--- src/tftGfxPkg.sv ---
package tftGfxPkg;

    ////////////////////////////////////////////////////////////////////////////
    // Panel geometry and engine sizing
    ////////////////////////////////////////////////////////////////////////////

    localparam int SCREEN_W     = 480;                  // Visible columns.
    localparam int SCREEN_H     = 800;                  // Visible rows.
    localparam int NUM_LANES    = 2;                    // Raster lanes.
    localparam int LANE_DEPTH   = 2;                    // Command slots per lane.
    localparam int HOST_CREDITS = 2;                    // Host input buffer depth.
    localparam int RESET_CYCLES = 16;                   // Panel reset hold time.

    // Panel command codes, sent with rs low.
    localparam logic [15:0] CMD_SET_COL   = 16'h002A;   // Column address set.
    localparam logic [15:0] CMD_SET_ROW   = 16'h002B;   // Row address set.
    localparam logic [15:0] CMD_MEM_WRITE = 16'h002C;   // Start of pixel data.

    ////////////////////////////////////////////////////////////////////////////
    // Command and pixel types
    ////////////////////////////////////////////////////////////////////////////

    typedef enum logic [1:0] {
        OP_POINT,                                       // Single pixel.
        OP_HLINE,                                       // Row segment.
        OP_VLINE                                        // Column segment.
    } gfxOp_t;

    typedef struct packed {
        logic [15:0] x;
        logic [15:0] y;
        logic [15:0] color;                             // RGB565.
        logic [15:0] spare;                             // Unused by points.
    } pointView_t;

    typedef struct packed {
        logic [15:0] fixed;                             // Y of hline, x of vline.
        logic [15:0] start;                             // Either end first.
        logic [15:0] stop;
        logic [15:0] color;
    } spanView_t;

    typedef union packed {
        pointView_t pointView;
        spanView_t  spanView;
    } gfxPayload_t;

    typedef struct packed {
        gfxOp_t      op;
        gfxPayload_t payload;
    } gfxCmd_t;                                         // 66 bits.

    typedef struct packed {
        logic [15:0] x;
        logic [15:0] y;
        logic [15:0] color;
    } pixelWrite_t;                                     // 48 bits.

    typedef struct packed {
        logic        cs;                                // Active low.
        logic        rs;                                // Low on command words.
        logic        wr;                                // Latched on rising edge.
        logic        rd;                                // Held high.
        logic [15:0] data;
    } lcdBus_t;                                         // 20 bits.

endpackage

--- src/rasterLane.sv ---
`timescale 1ns/1ps

module rasterLane import tftGfxPkg::*; (
    input  logic        clk_20MHz,
    input  logic        rst_n,
    input  logic        cmdValid,
    input  gfxCmd_t     cmd,
    output logic        cmdCredit,
    output logic        pixValid,
    output pixelWrite_t pixel,
    input  logic        pixCredit
);

    typedef logic [$clog2(LANE_DEPTH)-1:0]   slotPtr_t;
    typedef logic [$clog2(LANE_DEPTH+1)-1:0] slotCnt_t;

    gfxCmd_t     queue [LANE_DEPTH];                    // Pending commands.
    slotPtr_t    wrPtr;
    slotPtr_t    rdPtr;
    slotCnt_t    qCount;
    gfxCmd_t     head;
    logic        busy;                                  // Walker has a command.
    logic        vert;                                  // Walking along y.
    logic        haveCredit;                            // Writer slot free.
    logic [15:0] pos;                                   // Moving coordinate.
    logic [15:0] last;                                  // Inclusive end.
    logic [15:0] fixed;                                 // Other coordinate.
    logic [15:0] color;
    logic [15:0] loPos;
    logic [15:0] hiPos;
    logic        onScreen;
    logic        step;
    logic        lastStep;
    logic        popEn;

    assign head = queue[rdPtr];

    // Span ends may arrive in either order.
    always_comb begin
        if (head.payload.spanView.start <= head.payload.spanView.stop) begin
            loPos = head.payload.spanView.start;
            hiPos = head.payload.spanView.stop;
        end else begin
            loPos = head.payload.spanView.stop;
            hiPos = head.payload.spanView.start;
        end
    end

    assign pixel.x     = vert ? fixed : pos;
    assign pixel.y     = vert ? pos : fixed;
    assign pixel.color = color;
    assign onScreen    = (pixel.x < 16'(SCREEN_W)) && (pixel.y < 16'(SCREEN_H));

    assign pixValid  = busy && onScreen && haveCredit;
    assign step      = busy && (!onScreen || haveCredit); // Clipped ones skip free.
    assign lastStep  = step && (pos == last);
    assign popEn     = (qCount != '0) && (!busy || lastStep);
    assign cmdCredit = popEn;                           // Slot back to dispatcher.

    ////////////////////////////////////////////////////////////////////////////
    // Queue and walker datapath
    ////////////////////////////////////////////////////////////////////////////

    always_ff @(posedge clk_20MHz) begin
        if (cmdValid) begin
            queue[wrPtr] <= cmd;
        end
        if (popEn) begin
            case (head.op)
                OP_HLINE, OP_VLINE: begin
                    pos   <= loPos;
                    last  <= hiPos;
                    fixed <= head.payload.spanView.fixed;
                    color <= head.payload.spanView.color;
                    vert  <= (head.op == OP_VLINE);
                end
                default: begin                          // A point is a one-pixel hline.
                    pos   <= head.payload.pointView.x;
                    last  <= head.payload.pointView.x;
                    fixed <= head.payload.pointView.y;
                    color <= head.payload.pointView.color;
                    vert  <= 1'b0;
                end
            endcase
        end else if (step) begin
            pos <= pos + 1'b1;
        end
    end

    always_ff @(posedge clk_20MHz or negedge rst_n) begin
        if (!rst_n) begin
            wrPtr      <= '0;
            rdPtr      <= '0;
            qCount     <= '0;
            busy       <= 1'b0;
            haveCredit <= 1'b1;                         // One holding slot in the writer.
        end else begin
            if (cmdValid) begin
                wrPtr <= (wrPtr == slotPtr_t'(LANE_DEPTH - 1)) ? '0 : wrPtr + 1'b1;
            end
            if (popEn) begin
                rdPtr <= (rdPtr == slotPtr_t'(LANE_DEPTH - 1)) ? '0 : rdPtr + 1'b1;
            end
            case ({cmdValid, popEn})
                2'b10:   qCount <= qCount + 1'b1;
                2'b01:   qCount <= qCount - 1'b1;
                default: qCount <= qCount;
            endcase
            if (popEn) begin
                busy <= 1'b1;
            end else if (lastStep) begin
                busy <= 1'b0;
            end
            haveCredit <= (haveCredit && !pixValid) || pixCredit;
        end
    end

    // Dispatcher never overfills, and one pixel waits for each returned credit.
    assert property (@(posedge clk_20MHz) disable iff (!rst_n)
        cmdValid |-> qCount < slotCnt_t'(LANE_DEPTH));
    assert property (@(posedge clk_20MHz) disable iff (!rst_n)
        pixValid && !pixCredit |=> !pixValid);

endmodule

--- config.mk ---
export PLATFORM = sky130hd
export DESIGN_NAME = rasterLane
export DESIGN_NICKNAME = d
export VERILOG_FILES = /design/src/tftGfxPkg.sv /design/src/rasterLane.sv
export SDC_FILE = /design/constraint.sdc
export NUM_CORES = 1
export LEC_CHECK = 0
export ABC_AREA = 1
export ABC_CLOCK_PERIOD_IN_PS = 11500
export CAP_MARGIN = 20
export CORE_MARGIN = 8
export CORE_UTILIZATION = 45
export CTS_CLUSTER_DIAMETER = 80
export DETAILED_ROUTE_END_ITERATION = 10
export DONT_BUFFER_PORTS = 1
export SKIP_LAST_GASP = 1
export SLEW_MARGIN = 25
export SYNTH_ARGS = -nofsm -noshare
export SYNTH_HDL_FRONTEND = slang
export SYNTH_SLANG_ARGS = --single-unit
--- constraint.sdc ---
create_clock -name clk_20MHz -period 11.5 [get_ports clk_20MHz]
set_input_delay 2.875 -clock clk_20MHz [delete_from_list [all_inputs] [get_ports clk_20MHz]]
set_output_delay 2.875 -clock clk_20MHz [all_outputs]
set_load 0.03 [all_outputs]
---- Word level (Yosys, flattened, before mapping) ----
Memory sizes are Yosys's and may differ from the RTL's.
Cells that the tools add are included.
word-level totals
  logic and storage cells ................. 59
  flip-flop bits (word level) ............. 71
  memory bits (writable) .................. 132
  memories kept ........................... 1
  input bits .............................. 70
  output and inout port bits .............. 50
memory list
  name   depth  width  read ports  clocked after memory_dff  write ports  RTL line          source
  queue  2      66     1           0                         1            rasterLane.sv:17  gfxCmd_t queue [LANE_DEPTH];
operators by class
  add/subtract/negate cells ............... 5
  reductions and logical operators ........ 18
  $lt $le $gt $ge ......................... 3
  multiplexer cells ....................... 17
  equality and inequality tests ........... 5
operators with widths
  operator                                                                 number
  16-bit 2-to-1 mux                                                        10
  16-bit by 1-bit adder with 16-bit output (second input constant)         1
  16-bit equality test                                                     1
  16-bit <= comparator                                                     1
  16-bit by 10-bit < comparator with 1-bit output (second input constant)  1
  16-bit by 9-bit < comparator with 1-bit output (second input constant)   1
  2-bit nonzero test                                                       4
  1-bit logical AND                                                        7
  1-bit 2-to-1 mux                                                         6
  2-bit by 1-bit equality test with 1-bit output (second input constant)   2
  2-bit equality test (second input constant)                              2
  2-bit one-hot mux with 2 select lines                                    1
  1-bit logical NOT                                                        3
  1-bit logical OR                                                         3
  1-bit adder (second input constant)                                      2
  2-bit by 1-bit adder with 2-bit output (second input constant)           1
  2-bit OR reduction                                                       1
  2-bit by 1-bit subtractor with 2-bit output (second input constant)      1

---- Depth between registers and ports, before layout ----
  depth in word-level cells ............... 11
  depth in mapped cells ................... 22
  mapped depth without buffers ............ 20

---- Worst setup path before layout ----
No wires, ideal clock.
  path type ............................... input-to-reg
  start ................................... input port cmdValid
  end ..................................... memory queue[0][0] (netlist name) (enable)
  path buffers ............................ 0
  data required time ...................... 11.008 ns
  stages on the path ...................... 2
  data arrival time ....................... 5.702 ns
  setup time .............................. 0.492 ns
  slack ................................... 5.306 ns
  path through ............................ inv_1 > nor2_1
on the way
  cells in the longest elaborated chain, start to end .. 2
RTL lines
  what                                    RTL line          source
  start: declaration                      rasterLane.sv:6   input logic cmdValid,
  1-bit 2-to-1 mux                        rasterLane.sv:65  if (cmdValid) begin
  1-bit 2-to-1 mux (implied by the code)  rasterLane.sv:66  queue[wrPtr] <= cmd;
  end: declaration                        rasterLane.sv:17
Every way passes these cells.

==> impl_metrics.csv <==
group,metric,value,unit
place,place.gp.congestion,0.796,
floorplan,rows,53,
synthesis,synth_top_area_cell,"edfxtp_1",
floorplan,pin_count,120,
place,place_area,9820,µm²
place,hpwlAfterDp,13800,µm
synthesis,synth_cells,875,
final_layout,nFillCells,1876,
timing,finalHoldViolCount,0,
clocking,cts_max_level,1,
synthesis,synth_fa_ha_area_frac,0.0249,
worst_setup_path,worstPathCellList,"buf_4 -> inv_2 -> nand2_1 -> o21ai_1 -> inv_1 -> nand3_1 -> nand3_1 -> nand2_2 -> a21oi_4 -> buf_4",
timing,slew_violations,0,
synthesis,yosys-top-cells-area,"edfxtp_1 62%, nand2_1 8.9%, o21ai_0 4.6%",
worst_setup_path,cp_slowest_cell,"buf_4",
final_layout,area_growth,10.3,%
floorplan,die_area,26100,µm²
clocking,clk_pin_slew,60,ps
worst_setup_path,worst_ep_arrival_time,3060,ps
timing,setup_viol,0,
final_layout,drive_gt1_frac,0.107,
final_layout,layout_commonest_cell,"nand2_1",
detailed_routing,vias,5910,
worst_setup_path,critPathRequiredTime,8630,ps
synthesis,ys_warn_count,0,
clocking,cts.sinks,203,
final_layout,mostFrequentLayoutCells,"227 x nand2_1, 197 x edfxtp_1, 86 x o21ai_0",
power_and_ir_drop,cell_internal_pwr,1720,µW
timing,min_period,5940,ps
final_layout,layout.nets,964,
global_routing,antenna_found_initial,0,
place,io_buffer_count,0,
clocking,hold_buffers,0,
floorplan,core-area,20900,µm²
job,drv_cap,0,
timing,slew_headroom,0.343,
global_routing,gr-usage-all-layers,0.155,
power_and_ir_drop,combPwrFrac,0.346,
floorplan,initial_core_util,0.457,
synthesis,synth_compound_area_frac,0.0757,
synthesis,synth_area,9540,µm²
timing,skew,8.73,ps
timing,period_share,0.516,
worst_setup_path,end_kind,"output port",
timing,holdWs,473,ps
power_and_ir_drop,power.leakage,0.00414,µW
detailed_routing,initialDrtViolationCount,411,
worst_setup_path,startpoint_type,"flop",
power_and_ir_drop,seqPwrFrac,0.400,
clocking,post_cts_buffers,0,
synthesis,muxShareOfSynthArea,0.0336,
synthesis,synth_top_area_frac,0.620,
power_and_ir_drop,netSwitchingFraction,0.361,
final_layout,seq_area,6070,µm²
power_and_ir_drop,power.density,256,nW/µm²
global_routing,grt_pass1_vias,5839,
final_layout,utilization,0.504,
global_routing,overflow,0,
timing,rsz0062_at_grt,"no",
synthesis,ys_ff_latch,203,
synthesis,synth_xor_area_frac,0.0257,
synthesis,seq_area_frac_synth,0.636,
timing,tns,0,ps
clocking,clock-root-buffer,"clkbuf_16",
timing,worst-slew-pin-transition,975,ps
clocking,clk_latency,500,ps
detailed_routing,route.detailed.drc,0,
synthesis,synth-simple-area-share,0.156,
synthesis,synth_top_family_by_area,"simple AND/OR/NAND/NOR gates",
run_status,status,"completed",
global_routing,grt_max_degree,82,
timing,fmax,0.168,GHz
floorplan,dieWidth,162,µm
min_path,min_path_type,"reg -> reg",
synthesis,synth_nets,964,
clocking,cts.repair.resized,0,
power_and_ir_drop,ir_drop,125,µV
worst_setup_path,cp_slowest_stage_delay,730,ps
detailed_routing,drtPass1Iterations,4,
floorplan,fp.dieH,162,µm
power_and_ir_drop,p_sw,974,µW
clocking,cts_tree,"done",
detailed_routing,final_antenna_net_count,0,
final_layout,stdcell_area,10500,µm²
power_and_ir_drop,pwr-share-clk,0.253,
detailed_routing,wl,20500,µm
clocking,cts_max_path_buffers,3,
clocking,cts_buffers,22,
worst_setup_path,critPathKind,"reg -> out",
global_routing,grt_pass1_wl,32200,µm
power_and_ir_drop,power.total,2690,µW
detailed_routing,via_per_inst,5.07,
final_layout,diodes,0,
worst_setup_path,path_max_fanout,68,
detailed_routing,routedWlPerCell,17.6,µm
synthesis,ys_types,29,
final_layout,multi_input_area,3020,µm²
synthesis,avgSynthCellArea,10.9,µm²
-- cell families (layout without fill, tap and decap cells) --
logic type | Yosys count | after routing
mux | 32 | 32
xor+xnor | 28 | 28
fa+ha+maj | 19 | 19
compound gates | 133 | 133
buf+inv | 112 | 128
simple gates | 348 | 348
flops | 203 | 203
-- worst paths after layout --
check / cells past startpoint / slack, ps / end / from
setup / recovery: 10 / 5560 / cmdCredit / vert
hold / removal: 1 / 470 / qCount[1] / qCount[1]
setup reg to reg: 13 / 6770 / pos[4] / rdPtr
hold reg to reg: 1 / 470 / qCount[1] / qCount[1]
max in group asynchronous: 0 / 9260 / haveCredit / rst_n
min in group asynchronous: 0 / 2070 / wrPtr / rst_n
-- cell type report --
cell class | instances | share of cell area
flip-flops and latches | 203 | 0.577
multi-input cells | 560 | 0.287
clock buffers | 26 | 0.0558
well taps | 275 | 0.0327
inverters | 73 | 0.0260
clock inverters | 14 | 0.0111
repair buffers | 15 | 0.0107
-- stage by stage --
step | cells | worst slack (ps)
2_1_floorplan | 875 | 5310
3_3_place_gp | 1126 | 6080
3_5_place_dp | 1126 | 6020
4_1_cts | 1166 | 5470
5_1_grt | 1166 | 5250
6_report | 1166 | 5560
-- cells in the mapped netlist --
cell	count
a21o_1	2
a21oi_1	24
a21oi_4	1
a22oi_1	16
buf_1	5
buf_2	7
buf_4	4
buf_6	2
clkbuf_1	21
dfrtp_1	5
dfstp_2	1
edfxtp_1	197
ha_1	19
inv_1	72
inv_2	1
mux2i_1	32
nand2_1	227
nand2_2	2
nand2_4	1
nand3_1	49
nand4_1	2
nor2_1	24
nor2_2	1
nor3_1	5
o21ai_0	88
o21ai_1	2
or2_2	37
xnor2_1	11
xor2_1	17
-- routing by layer --
| metal | part of all wire | GRT usage | vias up |
|---|---|---|---|
| met5 | 0 | 0 | - |
| met4 | 0.013 | 0.0375 | 0 |
| met3 | 0.087 | 0.0484 | 22 |
| met2 | 0.44 | 0.238 | 162 |
| met1 | 0.46 | 0.210 | 2724 |
| li1 | - | - | 3002 |
-- sequential cells by signal (all words and copies together), names as in the netlist --
signal and flops:
wrPtr 1, color 16, busy 1, rdPtr 1
last 16, queue 132, vert 1, haveCredit 1
pos 16, fixed 16, qCount 2
-- power by group through the flow --
| stage | registers (µW) | clock network [µW] | logic (µW) |
|---|---|---|---|
| final | 1080 | 683 | 933 |
| after global routing | 1090 | 725 | 1070 |
| after CTS | 1080 | 698 | 941 |
| after detailed placement | 1090 | 0 | 934 |
| after global placement | 1090 | 0 | 922 |
| after floorplan | 1070 | 0 | 722 |
-- critical path: cells and delay by family, from the launching register on --
| family | cells | cell delay [ps] |
|---|---|---|
| flip-flops | 1 | 320 |
| AND/OR/NAND/NOR | 4 | 520 |
| buffers and inverters | 4 | 1520 |
| AO/OA/AOI/OAI | 2 | 170 |
No activity file was read; power rests on OpenSTA's default activity.
