File: src/tftGfxPkg.sv
package tftGfxPkg;

    ////////////////////////////////////////////////////////////////////////////
    // Panel geometry and engine sizing
    ////////////////////////////////////////////////////////////////////////////

    localparam int SCREEN_W     = 480;                  // Visible columns.
    localparam int SCREEN_H     = 800;                  // Visible rows.
    localparam int NUM_LANES    = 2;                    // Raster lanes.
    localparam int LANE_DEPTH   = 2;                    // Command slots per lane.
    localparam int HOST_CREDITS = 2;                    // Host input buffer depth.
    localparam int RESET_CYCLES = 16;                   // Panel reset hold time.

    // Panel command codes, sent with rs low.
    localparam logic [15:0] CMD_SET_COL   = 16'h002A;   // Column address set.
    localparam logic [15:0] CMD_SET_ROW   = 16'h002B;   // Row address set.
    localparam logic [15:0] CMD_MEM_WRITE = 16'h002C;   // Start of pixel data.

    ////////////////////////////////////////////////////////////////////////////
    // Command and pixel types
    ////////////////////////////////////////////////////////////////////////////

    typedef enum logic [1:0] {
        OP_POINT,                                       // Single pixel.
        OP_HLINE,                                       // Row segment.
        OP_VLINE                                        // Column segment.
    } gfxOp_t;

    typedef struct packed {
        logic [15:0] x;
        logic [15:0] y;
        logic [15:0] color;                             // RGB565.
        logic [15:0] spare;                             // Unused by points.
    } pointView_t;

    typedef struct packed {
        logic [15:0] fixed;                             // Y of hline, x of vline.
        logic [15:0] start;                             // Either end first.
        logic [15:0] stop;
        logic [15:0] color;
    } spanView_t;

    typedef union packed {
        pointView_t pointView;
        spanView_t  spanView;
    } gfxPayload_t;

    typedef struct packed {
        gfxOp_t      op;
        gfxPayload_t payload;
    } gfxCmd_t;                                         // 66 bits.

    typedef struct packed {
        logic [15:0] x;
        logic [15:0] y;
        logic [15:0] color;
    } pixelWrite_t;                                     // 48 bits.

    typedef struct packed {
        logic        cs;                                // Active low.
        logic        rs;                                // Low on command words.
        logic        wr;                                // Latched on rising edge.
        logic        rd;                                // Held high.
        logic [15:0] data;
    } lcdBus_t;                                         // 20 bits.

endpackage

File: src/cmdDispatch.sv
`timescale 1ns/1ps

module cmdDispatch import tftGfxPkg::*; (
    input  logic                 clk_20MHz,
    input  logic                 rst_n,
    input  logic                 cmdValid,
    input  gfxCmd_t              cmd,
    output logic                 cmdCredit,
    output logic [NUM_LANES-1:0] laneValid,
    output gfxCmd_t              laneCmd,
    input  logic [NUM_LANES-1:0] laneCredit
);

    typedef logic [$clog2(HOST_CREDITS)-1:0]   hostPtr_t;
    typedef logic [$clog2(HOST_CREDITS+1)-1:0] hostCnt_t;
    typedef logic [$clog2(LANE_DEPTH+1)-1:0]   laneCnt_t;

    gfxCmd_t              fifoMem [HOST_CREDITS];       // Host command buffer.
    hostPtr_t             wrPtr;
    hostPtr_t             rdPtr;
    hostCnt_t             fifoCount;
    laneCnt_t             laneCnt [NUM_LANES];          // Free slots per lane.
    logic [NUM_LANES-1:0] issueSel;                     // One-hot target lane.
    logic                 popEn;

    // Lowest lane with a free slot wins.
    always_comb begin
        issueSel = '0;
        for (int i = NUM_LANES - 1; i >= 0; i--) begin
            if (laneCnt[i] != '0) begin
                issueSel    = '0;
                issueSel[i] = 1'b1;
            end
        end
    end

    assign popEn     = (fifoCount != '0) && (|issueSel);
    assign laneValid = popEn ? issueSel : '0;           // Head goes out this cycle.
    assign laneCmd   = fifoMem[rdPtr];
    assign cmdCredit = popEn;                           // Slot freed for the host.

    always_ff @(posedge clk_20MHz) begin
        if (cmdValid) begin
            fifoMem[wrPtr] <= cmd;                      // Host only sends on credit.
        end
    end

    always_ff @(posedge clk_20MHz or negedge rst_n) begin
        if (!rst_n) begin
            wrPtr     <= '0;
            rdPtr     <= '0;
            fifoCount <= '0;
            for (int i = 0; i < NUM_LANES; i++) begin
                laneCnt[i] <= laneCnt_t'(LANE_DEPTH);   // Every lane starts empty.
            end
        end else begin
            if (cmdValid) begin
                wrPtr <= (wrPtr == hostPtr_t'(HOST_CREDITS - 1)) ? '0 : wrPtr + 1'b1;
            end
            if (popEn) begin
                rdPtr <= (rdPtr == hostPtr_t'(HOST_CREDITS - 1)) ? '0 : rdPtr + 1'b1;
            end
            case ({cmdValid, popEn})
                2'b10:   fifoCount <= fifoCount + 1'b1;
                2'b01:   fifoCount <= fifoCount - 1'b1;
                default: fifoCount <= fifoCount;
            endcase
            for (int i = 0; i < NUM_LANES; i++) begin
                case ({laneCredit[i], laneValid[i]})
                    2'b10:   laneCnt[i] <= laneCnt[i] + 1'b1; // Lane started a command.
                    2'b01:   laneCnt[i] <= laneCnt[i] - 1'b1; // Slot taken.
                    default: laneCnt[i] <= laneCnt[i];
                endcase
            end
        end
    end

    // Lane credit bookkeeping holds against the lanes' own queues.
    for (genvar g = 0; g < NUM_LANES; g++) begin : genLaneChk
        assert property (@(posedge clk_20MHz) disable iff (!rst_n)
            laneValid[g] |-> laneCnt[g] != '0);
        assert property (@(posedge clk_20MHz) disable iff (!rst_n)
            laneCnt[g] <= laneCnt_t'(LANE_DEPTH));
    end

endmodule

File: config.mk
export PLATFORM = sky130hd
export DESIGN_NAME = cmdDispatch
export DESIGN_NICKNAME = d
export VERILOG_FILES = /design/src/tftGfxPkg.sv /design/src/cmdDispatch.sv
export SDC_FILE = /design/constraint.sdc
export NUM_CORES = 1
export LEC_CHECK = 0
export BUFFER_PORTS_ARGS = -buffer_cell sky130_fd_sc_hd__buf_4
export CAP_MARGIN = 5
export CORE_UTILIZATION = 40
export CTS_CLUSTER_DIAMETER = 40
export DETAILED_ROUTE_END_ITERATION = 10
export GPL_ROUTABILITY_DRIVEN = 1
export PLACE_DENSITY_LB_ADDON = 0.15
export SETUP_SLACK_MARGIN = 0.2
export SYNTH_ARGS = -nofsm -noshare
export SYNTH_HDL_FRONTEND = slang
export SYNTH_SLANG_ARGS = --single-unit
File: constraint.sdc
create_clock -name clk_20MHz -period 4.5 [get_ports clk_20MHz]
set_input_delay 0.9 -clock clk_20MHz [delete_from_list [all_inputs] [get_ports clk_20MHz]]
set_output_delay 0.9 -clock clk_20MHz [all_outputs]
set_load 0.02 [all_outputs]
=== After elaboration in Yosys (flattened, before gate mapping) ===
Memories as Yosys holds them, arrays and structs flattened.
Cells that the tools add are included.

* Register bits after elaboration: 8
* Input bits: 71
* Logic and storage cells: 38
* Output and inout bits: 69
* Memories: 1
* RAM bits: 132

* Multiplexer cells: 10
* Reduce and logical (&&, ||, !) cells: 8
* Equal/unequal tests: 6
* Add/sub/neg operators: 8

{| class="wikitable"
|+ Memory list
! name !! words !! bits a word !! rd ports !! clocked after Yosys merged registers in !! write ports !! RTL line !! RTL
|-
| fifoMem || 2 || 66 || 1 || 0 || 1 || cmdDispatch.sv:18 || <nowiki>gfxCmd_t fifoMem [HOST_CREDITS];</nowiki>
|}

{| class="wikitable"
|+ Operators by type and width
! cell !! count
|-
| $pmux 2 s2 || 3
|-
| $reduce_bool 2->1 || 6
|-
| $add 2x1->2 const B || 3
|-
| $eq 2x1->1 const B || 3
|-
| $eq 2x2->1 const B || 3
|-
| $mux 2 || 3
|-
| $sub 2x1->2 const B || 3
|-
| $mux 1 || 4
|-
| $add 1x1->1 const B || 2
|-
| $reduce_or 2->1 || 1
|-
| $logic_and 1x1->1 || 1
|}

=== Depth between registers and ports, before layout ===
Gate-level depths: netlist of run 1.

* Word-level depth: 8
* Depth in mapped cells: 6
* Depth with buffers taken out: 6

=== Worst setup path after synthesis of run 1 ===
OpenSTA, ideal clock, no wires.

* Path type: input port to flip-flop
* Start point: input port cmdValid
* End point: memory fifoMem[0][0] (netlist bit) (enable)
* Stages: 2
* Library setup time: 0.490 ns
* Data arrival time: 3.697 ns
* Data required time: 4.010 ns
* Slack: 0.313 ns
* Path buffers: 0
* Cell sequence: inv_1 -> nor2_1

* Cells in the longest elaborated chain, start to end: 2

{| class="wikitable"
|+ RTL lines
! item !! RTL line !! RTL
|-
| from (decl) || cmdDispatch.sv:6 || <nowiki>input logic cmdValid,</nowiki>
|-
| $mux 1 || cmdDispatch.sv:43 || <nowiki>if (cmdValid) begin</nowiki>
|-
| $mux 1 (implied by the code) || cmdDispatch.sv:44 || <nowiki>fifoMem[wrPtr] <= cmd;</nowiki>
|-
| to (decl) || cmdDispatch.sv:18 ||
|}

No other way between the ends.

==> metrics.csv, run 1 <==
metric,value,unit
start_util,41.43,%
grtUsageMet1,14.96,%
synth_top_area_share,75.20,%
avgSynthCellArea,21.87,um2
cp_cell_sequence,"mux2_2, buf_4",
endpoint_kind,output port,
cts-root-buf,clkbuf_16,
path_max_fanout,67,
grt_usage,13.66,%
postCtsSetupRepairBufs,0,
antenna_found_initial,0,
irDropWorstVdd,383.8,uV
drv_cap,0,
p_int,3.397,mW
hold_path.class,in -> async,
p_sw,1.429,mW
drv_slew,0,
slowest_delay,1180,ps
post-route-period-util,68.67,%
clock_power_share,27.3,%
cp.arrival,2190,ps
final_nets,467,
criticalPathCategory,reg -> out,
synth-main-ff-cell,edfxtp_1,
synth.most_common_cell,edfxtp_1,
num_rows,41,
synth_commonest_cells,"edfxtp_1 (132), mux2_2 (36), mux2_4 (30), nor2_1 (8)",
synth-edff-count,132,
ant_nets,0,
regArea,4170,um2
core_area,12720,um2
syn_inst,241,
pre_cts_ws,1805,ps
busiest_layer,met2,
die_x,116.8,um
yosysWarnings,0,
final_layout_size_suffix_gt1_share,58.42,%
cts_tree,done,
max_freq,323.6,MHz
grt.met3_usage,5.355,%
worstPathRequired,3600,ps
cts_buffers,17,
clkSinkCount,140,
clock_latency,410,ps
clk_pin_slew,50,ps
diodes,0,
gp_congestion,0.7141,
p_sw_share,29.61,%
io_pins,140,
multi_input_area,1047,um2
status,"complete, no violations",
area_growth,33.82,%
synth.cell_area,5271,um2
hold_buffers,0,
ys_top_cells_by_area,"edfxtp_1 (75%), mux2_4 (8.5%), mux2_2 (7.7%), dfrtp_1 (2.8%), dfstp_2 (1.0%)",
synthArstFlopShare,5.714,%
viasPerCell,4.564,
cts.repair.resized,0,
tns,0,ps
slew_headroom,25.81,%
rsz0062_at_grt,false,
setup_ws,1410,ps
route.detailed.drc,0,
drtIter0Drc,115,
grt_remaining_overflow,0,
wl_per_cell,15.42,um
syn_nets,315,
start_kind,flip-flop,
grt_max_degree,68,
setup_viol,0,
leakage,2.765,nW
ys_seq_area_share,79.04,%
grt_pass1_wl,13210,um
fin_crit,3090,ps
nFillCells,1052,
cts_buffer_depth,2,
place_hpwl,5386,um
first_pass_iters,4,
htreeDepth,4,
num_vias,2629,
grt_pass1_vias,2733,
fin_skew,2.895,ps
grtUsageMet2,22.72,%
p_per_area,684.2,nW/um2
synth_area_leader_cell,edfxtp_1,
p_seq_share,41.0,%
synth_cell_type_count,16,
max_slew.worst_pin.slew,1113,ps
die_area,13640,um2
hold_viol_final,0,
p_total,4.826,mW
p_comb_share,31.7,%
synth-seq-cells,140,
crit_path_top_delay_cell,dfrtp_4,
die_h,116.8,um
numPortBuffers,139,
wl,8880,um
## power by group through the flow
stage,registers [mW],clock network (mW),logic (mW)
after global placement,2.00,0,1.54
after global routing,2.02,1.40,1.64
after detailed placement,2.01,0,1.56
after floorplan,1.85,0,1.13
final,1.98,1.32,1.53
after CTS,1.99,1.35,1.56
## cell families after synthesis
| family | count (synthesis) | synth area share [%] |
|---|---|---|
| fa+ha+maj | 3 | 0.7122 |
| xor+xnor | 11 | 1.828 |
| compound gates | 1 | 0.09485 |
| mux | 66 | 16.24 |
| flops | 140 | 79.04 |
| simple gates | 10 | 0.8072 |
| buf+inv | 10 | 1.282 |
## cells in the final DEF (no fill, tap or decap), drive strengths merged
master	n
xor2	5
edfxtp	132
inv	3
xnor2	6
bufinv	3
and2	1
clkbuf	18
mux2	66
ha	3
nor2	8
dfstp	2
buf	140
a21oi	1
clkinv	9
nor4	1
dfrtp	6
## per-stage QoR
stage / hold WS (ps) / instances / utilization [%] / instance area (um2)
floorplan: 442.6 / 241 / - / 5271
global placement: 459.1 / 546 / 51.05 / 6495
detailed placement: 457.8 / 546 / 51.05 / 6495
CTS: 288.0 / 576 / 55.45 / 7054
global route: 292.4 / 576 / 55.45 / 7054
finish: 305.4 / 576 / 55.45 / 7054
## area by class of cell
type / count / share of cell area [%]
Clock inverter: 12 / 1.845
Inverter: 3 / 0.1596
Clock buffer: 18 / 6.084
Timing Repair Buffer: 140 / 14.90
Tap cell: 172 / 3.051
Sequential cell: 140 / 59.12
Multi-Input combinational cell: 91 / 14.85
## critical path, delay by kind of cell (launching register included)
kind / cells / cell delay, ps
buffers and inverters: 1 / 160
DFF: 1 / 1180
muxes: 1 / 440
## final timing paths
kind / slack [ps] / to / cells after the start / from
setup / recovery: 1410 / laneCmd[54] / 2 / rdPtr$_DFFE_PN0N_
hold / removal: 310 / laneCnt[2]$_DFFE_PN0P_ / 1 / rst_n
setup reg to reg: 2600 / fifoMem[0][65]$_DFFE_PP_ / 2 / wrPtr$_DFFE_PN0P_
hold reg to reg: 480 / fifoCount[1]$_DFFE_PN0P_ / 1 / fifoCount[1]$_DFFE_PN0P_
max in group asynchronous: 3980 / laneCnt[3]$_DFFE_PN1P_ / 1 / rst_n
min in group clk_20MHz: 480 / fifoCount[1]$_DFFE_PN0P_ / 1 / fifoCount[1]$_DFFE_PN0P_
## metal layers
metal	share of wire, %	vias up
met5	0	-
met4	2.0	0
met3	7.1	14
met2	52	89
met1	39	1289
li1	-	1237
## registers in the layout, indices dropped and copies added, names as in the netlist
register   flops
laneCnt        4
fifoCount      2
fifoMem      132
rdPtr          1
wrPtr          1
Power figures use the tool's default switching activity.
==> run 2, diff against run 1 <==
Clock period 4.5 ns to 2.7 ns, I/O delays scaled along.
==> run 2 against run 1 <==
Effect of this change:
- global-route usage grew 0.78 points
- combinational power increased by 86%
- clock-buffer cell count increased by 2
- first-iteration DRC count increased by 2.6%
- design area up 1.1%
- utilization rose by 0.60 points
- non-clock buffer count grew 8
- register-to-register slack got worse by 1600 ps
- flip-flop and latch count did not move
- critical path type unchanged
- critical endpoint is now laneCmd[64]
- largest power group unchanged
==> metrics.csv, run 2 (synthesis gave the netlist of run 1 again) <==
metric,value,unit
cts-root-buf,clkbuf_16,
layout_common_cells,"buf_4 (144), edfxtp_1 (132), mux2_2 (36)",
core_area,12720,um2
clk_pin_slew,50,ps
wl,9382,um
viasPerCell,4.570,
worst-path-buf-inv,2,
die_x,116.8,um
num_vias,2678,
pre_cts_ws,613.5,ps
largest_reg_flops,132,
irDropWorstVdd,535.4,uV
cts_buffer_depth,2,
grt_pass1_vias,2674,
cts_buffers,17,
nFillCells,1048,
final_layout_size_suffix_gt1_share,58.45,%
grt_usage,14.44,%
rsz0062_at_grt,false,
place_hpwl,5967,um
io_pins,140,
grt_pass1_wl,13650,um
route.detailed.drc,0,
setup_ws,384.5,ps
tns,0,ps
largestRegisters,"fifoMem: 132 flops, laneCnt: 4 flops, fifoCount: 2 flops",
final_nets,475,
critPathTopFamily,flip-flops,
endpoint_kind,output port,
leakage,2.804,nW
first_pass_iters,4,
antenna_found_initial,0,
wl_per_cell,16.01,um
grt_max_degree,36,
clkSinkCount,140,
gp_congestion,0.7494,
criticalPathCategory,reg -> out,
max_slew.worst_pin.slew,506.4,ps
path_max_fanout,16,
slew_headroom,66.24,%
drv_cap,0,
regArea,4170,um2
start_util,41.43,%
setup_viol,0,
drtIter0Drc,118,
fin_skew,7.442,ps
area_growth,35.27,%
hold_path.class,in -> reg,
ant_nets,0,
fin_crit,2316,ps
num_rows,41,
max_flop_register,fifoMem,
numPortBuffers,139,
die_area,13640,um2
grt_remaining_overflow,0,
clock_latency,410,ps
slowest_delay,600,ps
crit_top_cell,buf_4,
cts_tree,done,
final_common_cell,buf_4,
worstPathRequired,2160,ps
drv_slew,0,
diodes,0,
crit_path_top_delay_cell,dfrtp_4,
cp_cell_sequence,"buf_4, mux2_2, buf_4",
htreeDepth,4,
multi_input_area,1047,um2
cp.arrival,1780,ps
die_h,116.8,um
start_kind,flip-flop,
post-route-period-util,85.76,%
hold_viol_final,0,
max_freq,431.9,MHz
status,"complete, no violations",
p_per_area,1133,nW/um2
run 2: cell count changes in the layout (fill, tap and decap cells not counted), sizes merged:
cell / previous run / this run
clkbuf: 18 / 20
dlygate4sd3: 0 / 1
bufinv: 3 / 2
clkinv: 9 / 10
buf: 140 / 147
run 2: cell type report:
cell class | count | area share [%]
multi-input cells | 91 | 14.69
clock buffers | 20 | 6.124
well taps | 172 | 3.018
clock inverters | 12 | 1.456
flip-flops and latches | 140 | 58.48
inverters | 3 | 0.1579
repair buffers | 148 | 16.07
run 2: final timing paths:
check	slack, ps	end	startpoint	cells after the start
worst max-delay path	380	laneCmd[64]	rdPtr$_DFFE_PN0N_	3
worst min-delay path	310	fifoMem[0][2]$_DFFE_PP_	cmd[2]	1
max in group asynchronous	2010	laneCnt[1]$_DFFE_PN1P_	rst_n	2
worst min register to register	480	fifoCount[1]$_DFFE_PN0P_	fifoCount[1]$_DFFE_PN0P_	1
min in group asynchronous	480	laneCnt[2]$_DFFE_PN0P_	rst_n	2
worst max register to register	1040	fifoCount[1]$_DFFE_PN0P_	laneCnt[1]$_DFFE_PN1P_	5
run 2: power by group:
| part | switching, mW | total [mW] | internal, mW |
|---|---|---|---|
| logic | 1.44 | 2.84 | 1.40 |
| clock network | 0.791 | 2.12 | 1.33 |
| registers | 0.198 | 3.12 | 2.92 |
run 2: worst reg2reg max path: cells and delay by family, from the launching register on:
family | cells | cell delay (ps)
compound gates | 1 | 350
xor+xnor | 1 | 160
fa+ha+maj | 1 | 330
flops | 1 | 540
simple gates | 2 | 200
run 2: through the flow:
step / util (%) / hold WS, ps / cell area (um2) / instances / power (mW)
after floorplan: - / 244.4 / 5280 / 241 / 4.956
after global placement: 51.60 / 363.0 / 6565 / 552 / 5.975
after detailed placement: 51.60 / 364.6 / 6565 / 552 / 6.013
after CTS: 56.05 / 286.7 / 7131 / 586 / 8.199
after global routing: 56.05 / 287.8 / 7131 / 586 / 8.477
final: 56.05 / 308.6 / 7131 / 586 / 8.081
run 2: per-layer routing:
layer  vias to the layer above  share of wire [%]  track usage, %
li1                       1256                  -               -
met1                      1315                 42           16.51
met2                        94                 49           22.64
met3                        13                7.3           5.922
met4                         0                1.6           9.114
met5                         -                  0               0
run 2: what timing repair did:
item                                   4_1_cts  5_1_grt
buffers inserted                             1        0
endpoints found under the hold margin        6        0
setup endpoints to repair                   18        0
resized for setup                            0        0
hold buffers                                 1        0
==> run 3, diff against run 2 <==
Settings changed: BUFFER_PORTS_ARGS -buffer_cell sky130_fd_sc_hd__buf_4 to -buffer_cell sky130_fd_sc_hd__buf_2.
==> run 3 against run 2 <==
Effect of this change:
- critical endpoint unchanged
- global-route usage decreased by 0.50 points
- critical path type unchanged
- flip-flop and latch count unchanged
- first-iteration DRC count decreased by 21%
- clock-buffer cell count unchanged
==> metrics.csv, run 3 (synthesis gave the netlist of run 1 again) <==
metric,value,unit
max_flop_register,fifoMem,
rrSetupSlack,1050,ps
wl_per_cell,15.50,um
ant_nets,0,
endpoint_kind,output port,
layout_common_cells,"buf_2 (139), edfxtp_1 (132), mux2_2 (36)",
cts.repair.resized,0,
hold_viol_final,0,
p_sw_share,30.41,%
die_h,116.8,um
gp_congestion,0.6921,
grt_usage,13.95,%
clk_pin_slew,50,ps
place_hpwl,5886,um
busiest_layer,met2,
max_freq,423.4,MHz
p_int,5.519,mW
finish.utilization,53.87,%
p_total,7.930,mW
fin_crit,2362,ps
start_util,41.43,%
crit_path_top_delay_cell,dfrtp_4,
clkSinkCount,140,
tns,0,ps
rsz0062_at_grt,false,
drtIter0Drc,93,
antenna_found_initial,2,
worstHoldStart,cmd[0],
final_layout_size_suffix_gt1_share,58.31,%
path_max_fanout,18,
p_sw,2.412,mW
viasPerCell,4.570,
clock_power_share,27.9,%
p_seq_share,39.4,%
grt.met3_usage,5.870,%
start_kind,flip-flop,
grt_pass1_vias,2595,
final_nets,476,
htreeDepth,4,
hold_path.class,in -> reg,
criticalPathCategory,reg -> out,
cts_tree,done,
whs_path_depth,1,
status,"complete, no violations",
route.detailed.drc,0,
fin_skew,5.140,ps
worst-path-buf-inv,2,
slowest_delay,620,ps
irDropWorstVdd,476.9,uV
post-route-period-util,87.49,%
grtUsageMet1,16.20,%
crit_path_start,rdPtr$_DFFE_PN0N_,
leakage,2.709,nW
cp_cell_sequence,"buf_4, mux2_2, buf_2",
setup_viol,0,
reg2reg_depth,5,
grtUsageMet2,21.66,%
cts_buffer_depth,2,
die_x,116.8,um
io_pins,140,
cts-root-buf,clkbuf_16,
slew_headroom,60.83,%
drv_cap,0,
p_comb_share,32.7,%
regArea,4170,um2
multi_input_area,1047,um2
cts_buffers,17,
max_slew.worst_pin.slew,586.1,ps
worst-path-stages,3,
numPortBuffers,139,
drv_slew,0,
largestRegisters,"fifoMem: 132 flops, laneCnt: 4 flops, fifoCount: 2 flops",
num_rows,41,
num_vias,2687,
largest_reg_flops,132,
core_area,12720,um2
cp.arrival,1820,ps
final_common_cell,buf_2,
grt_max_degree,34,
critPathTopFamily,flip-flops,
grt_pass1_wl,13250,um
die_area,13640,um2
grt_remaining_overflow,0,
wl,9113,um
clock_latency,410,ps
reg2reg_from,laneCnt[1]$_DFFE_PN1P_,
area_growth,30.03,%
p_per_area,1157,nW/um2
first_pass_iters,4,
worstPathRequired,2160,ps
nFillCells,1090,
## run 3: worst reg2reg max path, cell delays in order, from the launching register on
cell and delay (ps):
dfstp_2 540, nor2_1 60, nor4_1 320, ha_1 330, nor2_1 140, xor2_1 180
## run 3: timing repair
action,in CTS,in global routing
setup buffers,1,0
endpoints found under the setup margin,32,0
hold endpoints to repair,6,0
hold buffers,1,0
## run 3: layout make-up
cell class | count | area share (%)
Tap cell | 172 | 3.140
Multi-Input combinational cell | 91 | 15.28
Clock inverter | 12 | 1.862
Timing Repair Buffer | 149 | 12.30
Antenna cell | 1 | 0.03651
Clock buffer | 20 | 6.371
Sequential cell | 140 | 60.84
Inverter | 3 | 0.1643
## run 3: routing by layer
layer	share of wire, %	wire length, um	vias up
li1	-	-	1270
met2	48	4360	97
met5	0.11	10	-
met1	41	3779	1300
met4	2.4	218	2
met3	8.2	745	18
## run 3: power groups by stage
stage          clock (mW)  sequential [mW]  combinational [mW]
6_report             2.22             3.12                2.59
2_1_floorplan           0             3.07                1.89
3_5_place_dp            0             3.22                2.53
4_1_cts              2.27             3.13                2.65
5_1_grt              2.36             3.17                2.80
3_3_place_gp            0             3.20                2.51
## run 3: path summary, 6_finish.rpt
kind	to
setup / recovery	laneCmd[64]
hold / removal	fifoMem[0][0]$_DFFE_PP_
setup reg to reg	laneCnt[1]$_DFFE_PN1P_
hold reg to reg	fifoCount[1]$_DFFE_PN0P_
max in group asynchronous	laneCnt[3]$_DFFE_PN1P_
min in group asynchronous	laneCnt[2]$_DFFE_PN0P_
## run 3: stage by stage
step / std cells / area, um2 / hold slack [ps] / setup WS, ps
detailed placement: 553 / 6250 / 395.9 / 535.9
global placement: 553 / 6250 / 393.2 / 563.6
global route: 587 / 6852 / 293.3 / 265.9
CTS: 587 / 6852 / 296.6 / 292.9
finish: 588 / 6854 / 317.1 / 337.9
floorplan: 241 / 5280 / 244.4 / 687.5
